===== src/hdl/dmaPkg.sv =====
// SCSI DMA shared types
package dmaPkg;

    // CPU bus byte address
    typedef logic [31:0] busAddrT;

    // Bus data longword
    typedef logic [31:0] longT;

    // Peripheral data word
    typedef logic [15:0] wordT;

    // Longword count of one transfer
    typedef logic [15:0] countT;

    // Default longword slots in the FIFO, power of two
    localparam int FIFO_DEPTH = 8;

    // Bus master states
    typedef enum logic [2:0] {
        busIdle,     // Waiting for an active transfer
        busReq,      // Bus requested, waiting for grant
        addrPhase,   // Strobes up, first clock of a cycle
        waitTerm,    // Sampling dsack and sterm
        secondWord,  // Gap before the upper word cycle
        latchData,   // Cycle over, longword complete
        nextLong,    // Decide to go on or release
        xferDone     // Done pulse
    } smStateT;

endpackage


===== src/hdl/fifoCtlIf.sv =====
// FIFO strobes and flags
`timescale 1ns/100ps
interface fifoCtlIf;

    logic incFifo;    // Push latched longword
    logic decFifo;    // Pop longword sent on the bus
    logic fifoEmpty;  // No whole longword held
    logic fifoFull;   // No free slot

    modport sm (
        output incFifo,
        output decFifo,
        input  fifoEmpty,
        input  fifoFull
    );

    modport fifo (
        input  incFifo,
        input  decFifo,
        output fifoEmpty,
        output fifoFull
    );

endinterface


===== src/hdl/busLatchIf.sv =====
// Bus data path strobes
`timescale 1ns/100ps
interface busLatchIf;

    logic latchLow;   // Capture lower half of read data
    logic latchHigh;  // Capture upper half of read data
    logic driveLow;   // Lower lanes driven next clock
    logic driveHigh;  // Upper lanes driven next clock
    logic a1;         // Second word of a 16-bit port
    logic dataDir;    // Write data on the bus

    modport sm (
        output latchLow,
        output latchHigh,
        output driveLow,
        output driveHigh,
        output a1,
        output dataDir
    );

    modport path (
        input latchLow,
        input latchHigh,
        input driveLow,
        input driveHigh,
        input a1,
        input dataDir
    );

endinterface


===== src/hdl/cpuBusSm.sv =====
// CPU bus master state machine
`timescale 1ns/100ps
module cpuBusSm (
    input  logic       CLK,
    input  logic       nRESET,
    input  logic       dmaDir,
    input  logic       active,
    input  logic       lastLong,
    input  logic       bgrant,
    input  logic [1:0] dsack,
    input  logic       sterm,
    output logic       breq,
    output logic       bgack,
    output logic       as,
    output logic       ds,
    output logic       rw,
    output logic       size1,
    output logic       nextLong,
    output logic       done,
    fifoCtlIf.sm       fifo,
    busLatchIf.sm      lat
);

    dmaPkg::smStateT state;
    dmaPkg::smStateT nextState;
    logic half;         // Upper word cycle of a 16-bit port
    logic canMove;
    logic term32;
    logic term16;
    logic termAny;
    logic inCycle;
    logic nextInCycle;
    logic writeCycle;

    // Write needs a longword to send, read needs a free slot
    assign canMove = dmaDir ? !fifo.fifoEmpty : !fifo.fifoFull;

    assign term32  = sterm || (dsack == 2'b11);
    assign term16  = !sterm && (dsack == 2'b10);
    assign termAny = term32 || term16;

    always_comb begin
        nextState = state;
        case (state)
            dmaPkg::busIdle: begin
                if (active && canMove)
                    nextState = dmaPkg::busReq;
            end
            dmaPkg::busReq: begin
                if (!active)
                    nextState = dmaPkg::busIdle;
                else if (canMove && bgrant)
                    nextState = dmaPkg::addrPhase;
            end
            dmaPkg::addrPhase: begin
                nextState = dmaPkg::waitTerm;
            end
            dmaPkg::waitTerm: begin
                if (term16 && !half)
                    nextState = dmaPkg::secondWord;  // Port is only 16 bits wide
                else if (termAny)
                    nextState = dmaPkg::latchData;
            end
            dmaPkg::secondWord: begin
                nextState = dmaPkg::addrPhase;
            end
            dmaPkg::latchData: begin
                nextState = lastLong ? dmaPkg::xferDone : dmaPkg::nextLong;
            end
            dmaPkg::nextLong: begin
                // Give the bus back while the FIFO blocks
                nextState = canMove ? dmaPkg::addrPhase : dmaPkg::busReq;
            end
            dmaPkg::xferDone: begin
                nextState = dmaPkg::busIdle;
            end
            default: begin
                nextState = dmaPkg::busIdle;
            end
        endcase
    end

    always_ff @(posedge CLK or negedge nRESET) begin
        if (!nRESET) begin
            state <= dmaPkg::busIdle;
            half  <= 1'b0;
        end else begin
            state <= nextState;
            if (state == dmaPkg::waitTerm && term16 && !half)
                half <= 1'b1;
            else if (state == dmaPkg::latchData)
                half <= 1'b0;
        end
    end

    assign inCycle     = (state == dmaPkg::addrPhase) || (state == dmaPkg::waitTerm);
    assign nextInCycle = (nextState == dmaPkg::addrPhase) || (nextState == dmaPkg::waitTerm);
    assign writeCycle  = dmaDir && inCycle;

    // Bus control
    assign breq  = (state == dmaPkg::busReq) && active && canMove;
    assign bgack = state inside {dmaPkg::addrPhase, dmaPkg::waitTerm, dmaPkg::secondWord,
                                 dmaPkg::latchData, dmaPkg::nextLong};
    assign as    = inCycle;
    assign ds    = inCycle;
    assign rw    = !writeCycle;
    assign size1 = inCycle && half;  // Two bytes left after a word answer

    assign nextLong = state == dmaPkg::latchData;
    assign done     = state == dmaPkg::xferDone;

    // One FIFO strobe per finished longword
    assign fifo.incFifo = !dmaDir && (state == dmaPkg::latchData);
    assign fifo.decFifo = dmaDir && (state == dmaPkg::latchData);

    // Read capture on the terminating clock
    assign lat.latchHigh = !dmaDir && (state == dmaPkg::waitTerm) && !half && termAny;
    assign lat.latchLow  = !dmaDir && (state == dmaPkg::waitTerm) && (half ? termAny : term32);

    // Drivers register these, so they follow the next state
    assign lat.driveHigh = dmaDir && nextInCycle;
    assign lat.driveLow  = dmaDir && nextInCycle && !half;
    assign lat.a1        = half;
    assign lat.dataDir   = writeCycle;

    asNeedsBgack: assert property (@(posedge CLK) disable iff (!nRESET)
        as |-> bgack);

    oneFifoStrobe: assert property (@(posedge CLK) disable iff (!nRESET)
        !(fifo.incFifo && fifo.decFifo));

    noPushWhenFull: assert property (@(posedge CLK) disable iff (!nRESET)
        fifo.incFifo |-> !fifo.fifoFull);

    noPopWhenEmpty: assert property (@(posedge CLK) disable iff (!nRESET)
        fifo.decFifo |-> !fifo.fifoEmpty);

endmodule


===== src/hdl/xferCounter.sv =====
// Transfer address and longword counter
`timescale 1ns/100ps
module xferCounter #(
    parameter int countWidth = $bits(dmaPkg::countT)
) (
    input  logic            CLK,
    input  logic            nRESET,
    input  logic            start,
    input  dmaPkg::busAddrT startAddr,
    input  dmaPkg::countT   startCount,
    input  logic            nextLong,
    output dmaPkg::busAddrT busAddr,
    output logic            lastLong,
    output logic            active
);

    logic [countWidth-1:0] remaining;  // Longwords still to move

    always_ff @(posedge CLK or negedge nRESET) begin
        if (!nRESET) begin
            busAddr   <= '0;
            remaining <= '0;
            active    <= 1'b0;
        end else if (start) begin
            busAddr   <= {startAddr[31:2], 2'b00};  // Longword aligned
            remaining <= countWidth'(startCount);
            active    <= startCount != '0;
        end else if (nextLong) begin
            busAddr   <= busAddr + 32'd4;
            remaining <= remaining - 1'b1;
            if (lastLong)
                active <= 1'b0;
        end
    end

    assign lastLong = active && (remaining == countWidth'(1));

    // The bus side only finishes longwords of a loaded transfer
    nextOnlyWhenActive: assert property (@(posedge CLK) disable iff (!nRESET)
        nextLong |-> active);

endmodule


===== src/hdl/dmaFifo.sv =====
// Longword FIFO with word packing
`timescale 1ns/100ps
module dmaFifo #(
    parameter int depth = dmaPkg::FIFO_DEPTH
) (
    input  logic          CLK,
    input  logic          nRESET,
    input  logic          dmaDir,
    input  logic          periphWrite,
    input  dmaPkg::wordT  periphWData,
    input  logic          periphRead,
    output dmaPkg::wordT  periphRData,
    output logic          periphWordAvail,
    output logic          periphSpace,
    input  dmaPkg::longT  pushLong,
    output dmaPkg::longT  popLong,
    fifoCtlIf.fifo        fifo
);

    localparam int ptrWidth = $clog2(depth);
    localparam logic [ptrWidth:0] fullCount = depth[ptrWidth:0];

    dmaPkg::longT        store [depth];
    logic [ptrWidth-1:0] wrPtr;
    logic [ptrWidth-1:0] rdPtr;
    logic [ptrWidth:0]   fill;
    dmaPkg::wordT        upperWord;  // First word waits here
    logic                wordHeld;
    logic                rdHalf;     // Lower half goes out next
    logic                packWrite;
    logic                unpackRead;
    logic                push;
    logic                pop;
    dmaPkg::longT        pushData;

    assign fifo.fifoEmpty = fill == '0;
    assign fifo.fifoFull  = fill == fullCount;

    // Peripheral side only sees its own direction
    assign periphSpace     = dmaDir && !fifo.fifoFull;
    assign periphWordAvail = !dmaDir && !fifo.fifoEmpty;
    assign packWrite       = periphWrite && periphSpace;
    assign unpackRead      = periphRead && periphWordAvail;

    assign push     = dmaDir ? (packWrite && wordHeld) : fifo.incFifo;
    assign pop      = dmaDir ? fifo.decFifo : (unpackRead && rdHalf);
    assign pushData = dmaDir ? {upperWord, periphWData} : pushLong;

    assign popLong     = store[rdPtr];
    assign periphRData = rdHalf ? popLong[15:0] : popLong[31:16];

    always_ff @(posedge CLK) begin
        if (push)
            store[wrPtr] <= pushData;
        if (packWrite && !wordHeld)
            upperWord <= periphWData;
    end

    always_ff @(posedge CLK or negedge nRESET) begin
        if (!nRESET) begin
            wrPtr    <= '0;
            rdPtr    <= '0;
            fill     <= '0;
            wordHeld <= 1'b0;
            rdHalf   <= 1'b0;
        end else begin
            if (push)
                wrPtr <= wrPtr + 1'b1;  // Wraps at depth
            if (pop)
                rdPtr <= rdPtr + 1'b1;
            if (push && !pop)
                fill <= fill + 1'b1;
            else if (pop && !push)
                fill <= fill - 1'b1;
            if (packWrite)
                wordHeld <= !wordHeld;
            if (unpackRead)
                rdHalf <= !rdHalf;
        end
    end

    fillInRange: assert property (@(posedge CLK) disable iff (!nRESET)
        fill <= fullCount);

endmodule


===== src/hdl/busDataPath.sv =====
// Bus data latches and drivers
`timescale 1ns/100ps
module busDataPath (
    input  logic         CLK,
    input  logic         nRESET,
    busLatchIf.path      lat,
    input  dmaPkg::longT popLong,
    input  dmaPkg::longT dataIn,
    output dmaPkg::longT pushLong,
    output dmaPkg::longT dataOut,
    output logic         dataOe
);

    dmaPkg::longT capture;     // Read longword being assembled
    dmaPkg::wordT lowCapture;
    dmaPkg::wordT upperLanes;
    dmaPkg::wordT lowerLanes;
    logic         oeHigh;
    logic         oeLow;

    // A 16-bit port answers on the upper lanes only
    assign lowCapture = (lat.a1 && !lat.dataDir) ? dataIn[31:16] : dataIn[15:0];

    always_ff @(posedge CLK) begin
        if (lat.latchHigh)
            capture[31:16] <= dataIn[31:16];
        if (lat.latchLow)
            capture[15:0] <= lowCapture;
    end

    always_ff @(posedge CLK or negedge nRESET) begin
        if (!nRESET) begin
            oeHigh <= 1'b0;
            oeLow  <= 1'b0;
        end else begin
            oeHigh <= lat.driveHigh;
            oeLow  <= lat.driveLow;
        end
    end

    // Second word of a 16-bit write moves down to the upper lanes
    assign upperLanes = !oeHigh ? '0 :
                        (lat.a1 && lat.dataDir) ? popLong[15:0] : popLong[31:16];
    assign lowerLanes = oeLow ? popLong[15:0] : '0;

    assign dataOut  = {upperLanes, lowerLanes};
    assign dataOe   = oeHigh || oeLow;
    assign pushLong = capture;

endmodule


===== src/hdl/scsiDma.sv =====
// SCSI DMA engine top level
`timescale 1ns/100ps
module scsiDma #(
    parameter int fifoDepth  = dmaPkg::FIFO_DEPTH,
    parameter int countWidth = $bits(dmaPkg::countT)
) (
    input  logic            CLK,
    input  logic            nRESET,
    input  logic            start,
    input  logic            dmaDir,
    input  dmaPkg::busAddrT startAddr,
    input  dmaPkg::countT   startCount,
    output logic            done,
    input  logic            periphWrite,
    input  dmaPkg::wordT    periphWData,
    input  logic            periphRead,
    output dmaPkg::wordT    periphRData,
    output logic            periphWordAvail,
    output logic            periphSpace,
    output logic            breq,
    output logic            bgack,
    output logic            as,
    output logic            ds,
    output logic            rw,
    output logic            size1,
    output dmaPkg::busAddrT addr,
    input  logic            bgrant,
    input  logic [1:0]      dsack,
    input  logic            sterm,
    output dmaPkg::longT    dataOut,
    output logic            dataOe,
    input  dmaPkg::longT    dataIn
);

    dmaPkg::busAddrT busAddr;
    dmaPkg::longT    pushLong;
    dmaPkg::longT    popLong;
    logic            lastLong;
    logic            active;
    logic            nextLong;

    fifoCtlIf  fifoLink ();
    busLatchIf latLink ();

    // Word select of a 16-bit port goes out on A1
    assign addr = {busAddr[31:2], latLink.a1, busAddr[0]};

    cpuBusSm sm0 (
        .CLK      (CLK),
        .nRESET   (nRESET),
        .dmaDir   (dmaDir),
        .active   (active),
        .lastLong (lastLong),
        .bgrant   (bgrant),
        .dsack    (dsack),
        .sterm    (sterm),
        .breq     (breq),
        .bgack    (bgack),
        .as       (as),
        .ds       (ds),
        .rw       (rw),
        .size1    (size1),
        .nextLong (nextLong),
        .done     (done),
        .fifo     (fifoLink.sm),
        .lat      (latLink.sm)
    );

    xferCounter #(.countWidth(countWidth)) counter0 (
        .CLK        (CLK),
        .nRESET     (nRESET),
        .start      (start),
        .startAddr  (startAddr),
        .startCount (startCount),
        .nextLong   (nextLong),
        .busAddr    (busAddr),
        .lastLong   (lastLong),
        .active     (active)
    );

    dmaFifo #(.depth(fifoDepth)) fifo0 (
        .CLK             (CLK),
        .nRESET          (nRESET),
        .dmaDir          (dmaDir),
        .periphWrite     (periphWrite),
        .periphWData     (periphWData),
        .periphRead      (periphRead),
        .periphRData     (periphRData),
        .periphWordAvail (periphWordAvail),
        .periphSpace     (periphSpace),
        .pushLong        (pushLong),
        .popLong         (popLong),
        .fifo            (fifoLink.fifo)
    );

    busDataPath path0 (
        .CLK      (CLK),
        .nRESET   (nRESET),
        .lat      (latLink.path),
        .popLong  (popLong),
        .dataIn   (dataIn),
        .pushLong (pushLong),
        .dataOut  (dataOut),
        .dataOe   (dataOe)
    );

endmodule


===== config.mk =====
export PLATFORM = sky130hd
export DESIGN_NAME = scsiDma
export DESIGN_NICKNAME = d
export VERILOG_FILES = /design/src/hdl/dmaPkg.sv /design/src/hdl/fifoCtlIf.sv /design/src/hdl/busLatchIf.sv /design/src/hdl/cpuBusSm.sv /design/src/hdl/xferCounter.sv /design/src/hdl/dmaFifo.sv /design/src/hdl/busDataPath.sv /design/src/hdl/scsiDma.sv
export SDC_FILE = /design/constraint.sdc
export NUM_CORES = 1
export LEC_CHECK = 0
export BUFFER_PORTS_ARGS = -buffer_cell sky130_fd_sc_hd__buf_2
export CAP_MARGIN = 20
export CORE_ASPECT_RATIO = 1.75
export CORE_UTILIZATION = 40
export CTS_CLUSTER_DIAMETER = 120
export DETAILED_ROUTE_END_ITERATION = 12
export PLACE_DENSITY = 0.57
export SYNTH_ARGS = -nofsm -noshare
export SYNTH_HDL_FRONTEND = slang
export SYNTH_SLANG_ARGS = --single-unit

===== constraint.sdc =====
create_clock -name CLK -period 6.3 [get_ports CLK]
set_input_delay 0.945 -clock CLK [delete_from_list [all_inputs] [get_ports CLK]]
set_output_delay 0.945 -clock CLK [all_outputs]
set_load 0.05 [all_outputs]

## Word level (Yosys, flattened, before mapping)

Memory sizes are Yosys's and may differ from the RTL's.
Index checks and enable logic that the tools add are counted.

| cells by class | value |
|---|---|
| add/subtract/negate cells | 6 |
| equality and inequality tests | 13 |
| mux-type cells | 31 |
| reductions and logical operators | 54 |

Operator list:

| cell | count |
|---|---|
| $mux W16 | 7 |
| $mux W32 | 3 |
| $add A32 B3 Y32 const B | 1 |
| $logic_and A1 B1 Y1 | 30 |
| $pmux W3 S8 | 1 |
| $eq A16 B1 Y1 const B | 1 |
| $reduce_bool A16 Y1 | 1 |
| $sub A16 B1 Y16 const B | 1 |
| $mux W3 | 5 |
| $eq A3 B2 Y1 const B | 4 |
| $eq A3 B3 Y1 const B | 4 |
| $mux W1 | 12 |
| $logic_not A1 Y1 | 10 |
| $mux W4 | 2 |
| $reduce_bool A2 Y1 | 4 |
| $add A3 B1 Y3 const B | 2 |
| $logic_or A1 B1 Y1 | 5 |
| $reduce_bool A5 Y1 | 1 |
| $add A4 B1 Y4 const B | 1 |
| $eq A2 B2 Y1 const B | 2 |
| $eq A4 B4 Y1 const B | 1 |
| $logic_not A4 Y1 | 1 |
| $sub A4 B1 Y4 const B | 1 |
| $eq A3 B1 Y1 const B | 1 |
| 3 further kinds | 3 |

| word-level totals | value |
|---|---|
| flip-flop bits (word level) | 115 |
| RAM bits | 256 |
| output and inout bits | 90 |
| logic and storage cells | 120 |
| memories kept | 1 |

Memory list:

| name | depth | bits a word | rd ports | clocked after memory_dff | write ports | line | text |
|---|---|---|---|---|---|---|---|
| fifo0.store | 8 | 32 | 1 | 0 | 1 | dmaFifo.sv:23 | `dmaPkg::longT store [depth];` |

## Depth between registers and ports, before layout

| logic depth | value |
|---|---|
| depth after elaboration | 11 |
| gate-level depth with buffers | 13 |
| mapped depth without buffers | 12 |

## Modules after synthesis

Synthesis repeated with hierarchy kept, for this count alone.

| second synthesis, totals | value |
|---|---|
| cell total of the unflattened synthesis | 1007 |
| area total of the unflattened synthesis | 16398.2 um^2 |

Modules (own cells, without submodules):

| module | times used | cells an instance | area each (um^2) | sequential area each (um^2) |
|---|---|---|---|---|
| dmaFifo | 1 | 512 | 11583.6 | 8468.1 |
| xferCounter | 1 | 315 | 2741.4 | 1176.1 |
| busDataPath | 1 | 129 | 1674.1 | 1011.0 |
| cpuBusSm | 1 | 50 | 391.6 | 100.1 |
| scsiDma | 1 | 1 | 7.5 | 0.0 |

## Least setup slack after synthesis

Ideal clock, no wire load.

| timing path | value |
|---|---|
| kind | input-to-reg |
| start | in dmaDir |
| end | mem fifo0.store[1][0] in the netlist's numbering (enable) |
| library setup time | 513 ps |
| arrival | 5005 ps |
| data required time | 5787 ps |
| slack | 782 ps |
| stages | 5 |
| buffers on the path | 1 |
| cells stage by stage | clkbuf_1 -> nand2_1 -> a21oi_1 -> a21oi_1 -> nor4b_1 |

| between the ends | value |
|---|---|
| longest elaborated chain between the ends | 6 |
| elaborated cells on any way between the ends | 8 |
| those cells by class | mux: 3; reduce/logical: 5 |

RTL lines:

| what | line | text |
|---|---|---|
| start, declared | scsiDma.sv:10 | `input logic dmaDir,` |
| $logic_and A1 B1 Y1 | dmaFifo.sv:40 | `assign periphSpace = dmaDir && !fifo.fifoFull;` |
| $logic_and A1 B1 Y1 | dmaFifo.sv:42 | `assign packWrite = periphWrite && periphSpace;` |
| $logic_and A1 B1 Y1 | dmaFifo.sv:45 | `assign push = dmaDir ? (packWrite && wordHeld) : fifo.incFifo;` |
| $mux W1 * | dmaFifo.sv:45 |  |
| $mux W1 * | dmaFifo.sv:53 | `if (push)` |
| $mux W1 (not written as such) * | dmaFifo.sv:54 | `store[wrPtr] <= pushData;` |
| end, declared | dmaFifo.sv:23 |  |

Every way passes the cells marked *; elsewhere a longest branch is shown, timed or not.

## Worst setup path after layout

| timing path | value |
|---|---|
| start | reg fifo0.rdPtr[0] |
| end | out periphRData[3] |

| between the ends | value |
|---|---|
| longest elaborated chain between the ends | 2 |

RTL lines:

| what | line | text |
|---|---|---|
| start, declared | dmaFifo.sv:25 | `logic [ptrWidth-1:0] rdPtr;` |
| start signal, assigned | dmaFifo.sv:70 | `rdPtr <= rdPtr + 1'b1;` |
| $mem_v2 Z8 W32 | -- |  |
| $mux W16 | dmaFifo.sv:50 | `assign periphRData = rdHalf ? popLong[15:0] : popLong[31:16];` |
| end, declared | scsiDma.sv:17 | `output dmaPkg::wordT periphRData,` |

No other way between the ends.

==> results.cfg <==
[clock_network]
clk_pin_slew_ns = 0.06
cts_buffers = 36
cts_tree = yes
cts_hold_buf = 0
htreeDepth = 2
cts_setup_buffers = 0
cts_sinks = 369
clkLatencyLatePin_ns = 0.53
clock_path_buffers = 3
clockRootBuffer = clkbuf_16
cts_resized = 0

[global_route]
gr-usage-all-layers_pct = 19.6
grt_pass1_vias = 9606
grt_pass1_wl_um = 57100
antenna_found_initial = 1
grt-ovfl-total = 0
grt_max_degree = 95

[finish]
area.sequential_um2 = 10800
finalInstanceArea_um2 = 18600
layout.nets = 1269
area_delta_synth_final_pct = 18.3
layout-drive-gt1-share_pct = 34.9
post-route-util_pct = 48.2
nFillCells = 3350
multi_input_area_um2 = 4750
num_antenna_cells = 0

[hold_path]
worstHoldStart = fifo0.wordHeld
min_delay_path_depth = 1
hold_path_end = fifo0.wordHeld
hp-class = flop to flop

[timing]
final.setup.worst_slack_ns = 1.97
tns_ns = 0
min_period_ns = 4.33
setup_viol = 0
worstMarginPinSlew_ns = 1.04
max_freq_mhz = 231
drv_slew = 0
rsz0062_at_grt = false
hold_violations = 0
fin_skew_ns = 0.0191
hold-worst-slack_ns = 0.514
fin_crit_sh_pct = 68.7
relSlewSlack_pct = 30.3

[critical_path]
worst_ep_required_time_ns = 5.35
crit_chain = buf_4 > mux4_2 > mux2i_1 > mux2i_1 > buf_2
path_depth = 5
r2r_slack_ns = 2.94
cpMaxStageDelayCell = dfrtp_4
cpMostUsedCell = mux2i_1
crit_type = flop to primary output
critPathLaunchType = flop
r2r_cells = 12
rr_endpoint = fifo0.fill[3]
crit_family = multiplexers
cp.arrival_ns = 3.38
crit_fanout = 32
reg2reg_from = fifo0.fill[0]
critical-path-max-stage-delay_ns = 0.85
timing.critical_path.to_type = primary output
crit_buf_inv = 2

[logic_synthesis]
synth_most_common_cell = edfxtp_1
synthCells = 950
synth_area_leaders = edfxtp_1 58%, dfrtp_1 10%, mux4_2 9.2%
yosysWarnings = 0
synth_mux_area_share_pct = 15.9
syn-cell-area_um2 = 15700
synth-seq-cells = 369
avgSynthCellArea_um2 = 16.5
synth_compound_area_share_pct = 3.03
synth_xor_area_share_pct = 3.01
synth_top_family_by_area = multiplexers
synth_edf_count = 304
synth_nets = 1065
synth_top_area_share_pct = 58.1
synth_common_cells = 304 x edfxtp_1, 80 x nand2_1, 65 x dfrtp_1, 64 x mux4_2
ys.flop_type = edfxtp_1
async_flop_share_pct = 17.6
yosysTopAreaCell = edfxtp_1
synth_fa_ha_area_share_pct = 0.765
synth.distinct_cells = 54
ys_seq_area_share_pct = 68.5
synth-simple-area-share_pct = 7.09

[power_and_ir_drop]
p_leak_nw = 6.72
combinationalPowerShare_pct = 33.6
pwr-share-seq_pct = 38.7
powerDensity_nw_per_um2 = 449
peakVddDrop_mv = 0.276
internal_power_mw = 5.28
switching_share_pct = 36.7
p_switching_mw = 3.06
clkPwrFrac_pct = 27.7

[routing]
vias_per_cell = 5.40
routed_wirelength_um = 38000
antenna_left = 0
drt_pre_antenna_iters = 5
drt_iter0_markers = 412
vias = 9004
detail_route.wl_per_cell_um = 22.8
drcViolationCount = 0

[place]
port_buffers = 192
dpl-instance-area_um2 = 17300
place_congestion = 0.781
pre_cts_ws_ns = 2.40
dpl.hpwl_um = 24400

[floorplanning]
dieWidth_um = 152
die_h_um = 264
rows = 95
die_area_um2 = 40100
io_pins = 196
initial_core_util_pct = 40.8
core_area_um2 = 38500

[job]
drv_cap = 0

[status]
status = finished, final reports clean
cells by family (layout without fill, tap and decap cells):
family / Yosys count / after routing
DFF: 369 / 369
and+or+nand+nor: 207 / 207
muxes: 164 / 164
AOI/OAI and AO/OA: 85 / 85
xor gates and xnor gates: 54 / 54
adders and majority gates: 9 / 9
buffers and inverters: 61 / 293
other: 1 / 1
state kept, by name, summed over array words and instances, names as in the netlist:
register            cells
fifo0.store           256
path0.pushLong         32
counter0.busAddr       30
counter0.remaining     16
fifo0.upperWord        16
fifo0.fill              4
fifo0.rdPtr             3
fifo0.wrPtr             3
sm0.state               3
counter0.active         1
fifo0.rdHalf            1
fifo0.wordHeld          1
path0.oeHigh            1
path0.oeLow             1
sm0.lat.a1              1
cell usage in the layout, fill, tap and decap left out, types with 14 or more instances in the layout:
cell	n
o21ai_0	45
mux2_2	50
xnor2_1	27
mux2i_1	50
nor2_1	17
buf_2	192
nand2_1	80
edfxtp_1	304
nand3_1	14
o22ai_1	16
xor2_1	27
dfrtp_1	62
nor2b_1	21
mux4_2	64
buf_4	21
clkbuf_16	37
per-layer routing:
| metal | track usage [%] | vias up | share of wire, % |
|---|---|---|---|
| li1 | - | 4084 | - |
| met1 | 23.0 | 4552 | 39 |
| met2 | 35.1 | 310 | 52 |
| met3 | 3.89 | 56 | 6.2 |
| met4 | 6.21 | 2 | 2.5 |
| met5 | 0 | - | 0.026 |
power by group through the flow:
stage          clock network, mW  registers (mW)  logic, mW
6_report                    2.31            3.23       2.80
5_1_grt                     2.45            3.27       2.99
4_1_cts                     2.37            3.26       2.81
3_5_place_dp                   0            3.31       2.81
3_3_place_gp                   0            3.31       2.79
2_1_floorplan                  0            3.12       2.17
per-stage QoR:
step,cells,power (mW)
finish,1667,8.34
global route,1667,8.71
detailed placement,1600,6.12
global placement,1600,6.10
CTS,1666,8.45
floorplan,950,5.29
worst max path at each step:
stage / from / to / slack, ns
2_1_floorplan: dmaDir / fifo0.store[1][0] / 0.78
3_3_place_gp: fifo0.rdPtr[0] / periphRData[4] / 2.39
3_5_place_dp: fifo0.rdPtr[0] / periphRData[4] / 2.40
4_1_cts: fifo0.rdPtr[0] / periphRData[4] / 1.83
5_1_grt: fifo0.rdPtr[0] / periphRData[3] / 1.78
6_report: fifo0.rdPtr[0] / periphRData[3] / 1.97
final cells by class:
| type | count | share of cell area (%) |
|---|---|---|
| Clock buffer | 43 | 5.11 |
| Clock inverter | 23 | 1.69 |
| Inverter | 13 | 0.263 |
| Multi-Input combinational cell | 520 | 25.6 |
| Sequential cell | 369 | 57.9 |
| Tap cell | 485 | 3.27 |
| Timing Repair Buffer | 214 | 6.17 |
Power figures use the tool's default switching activity.
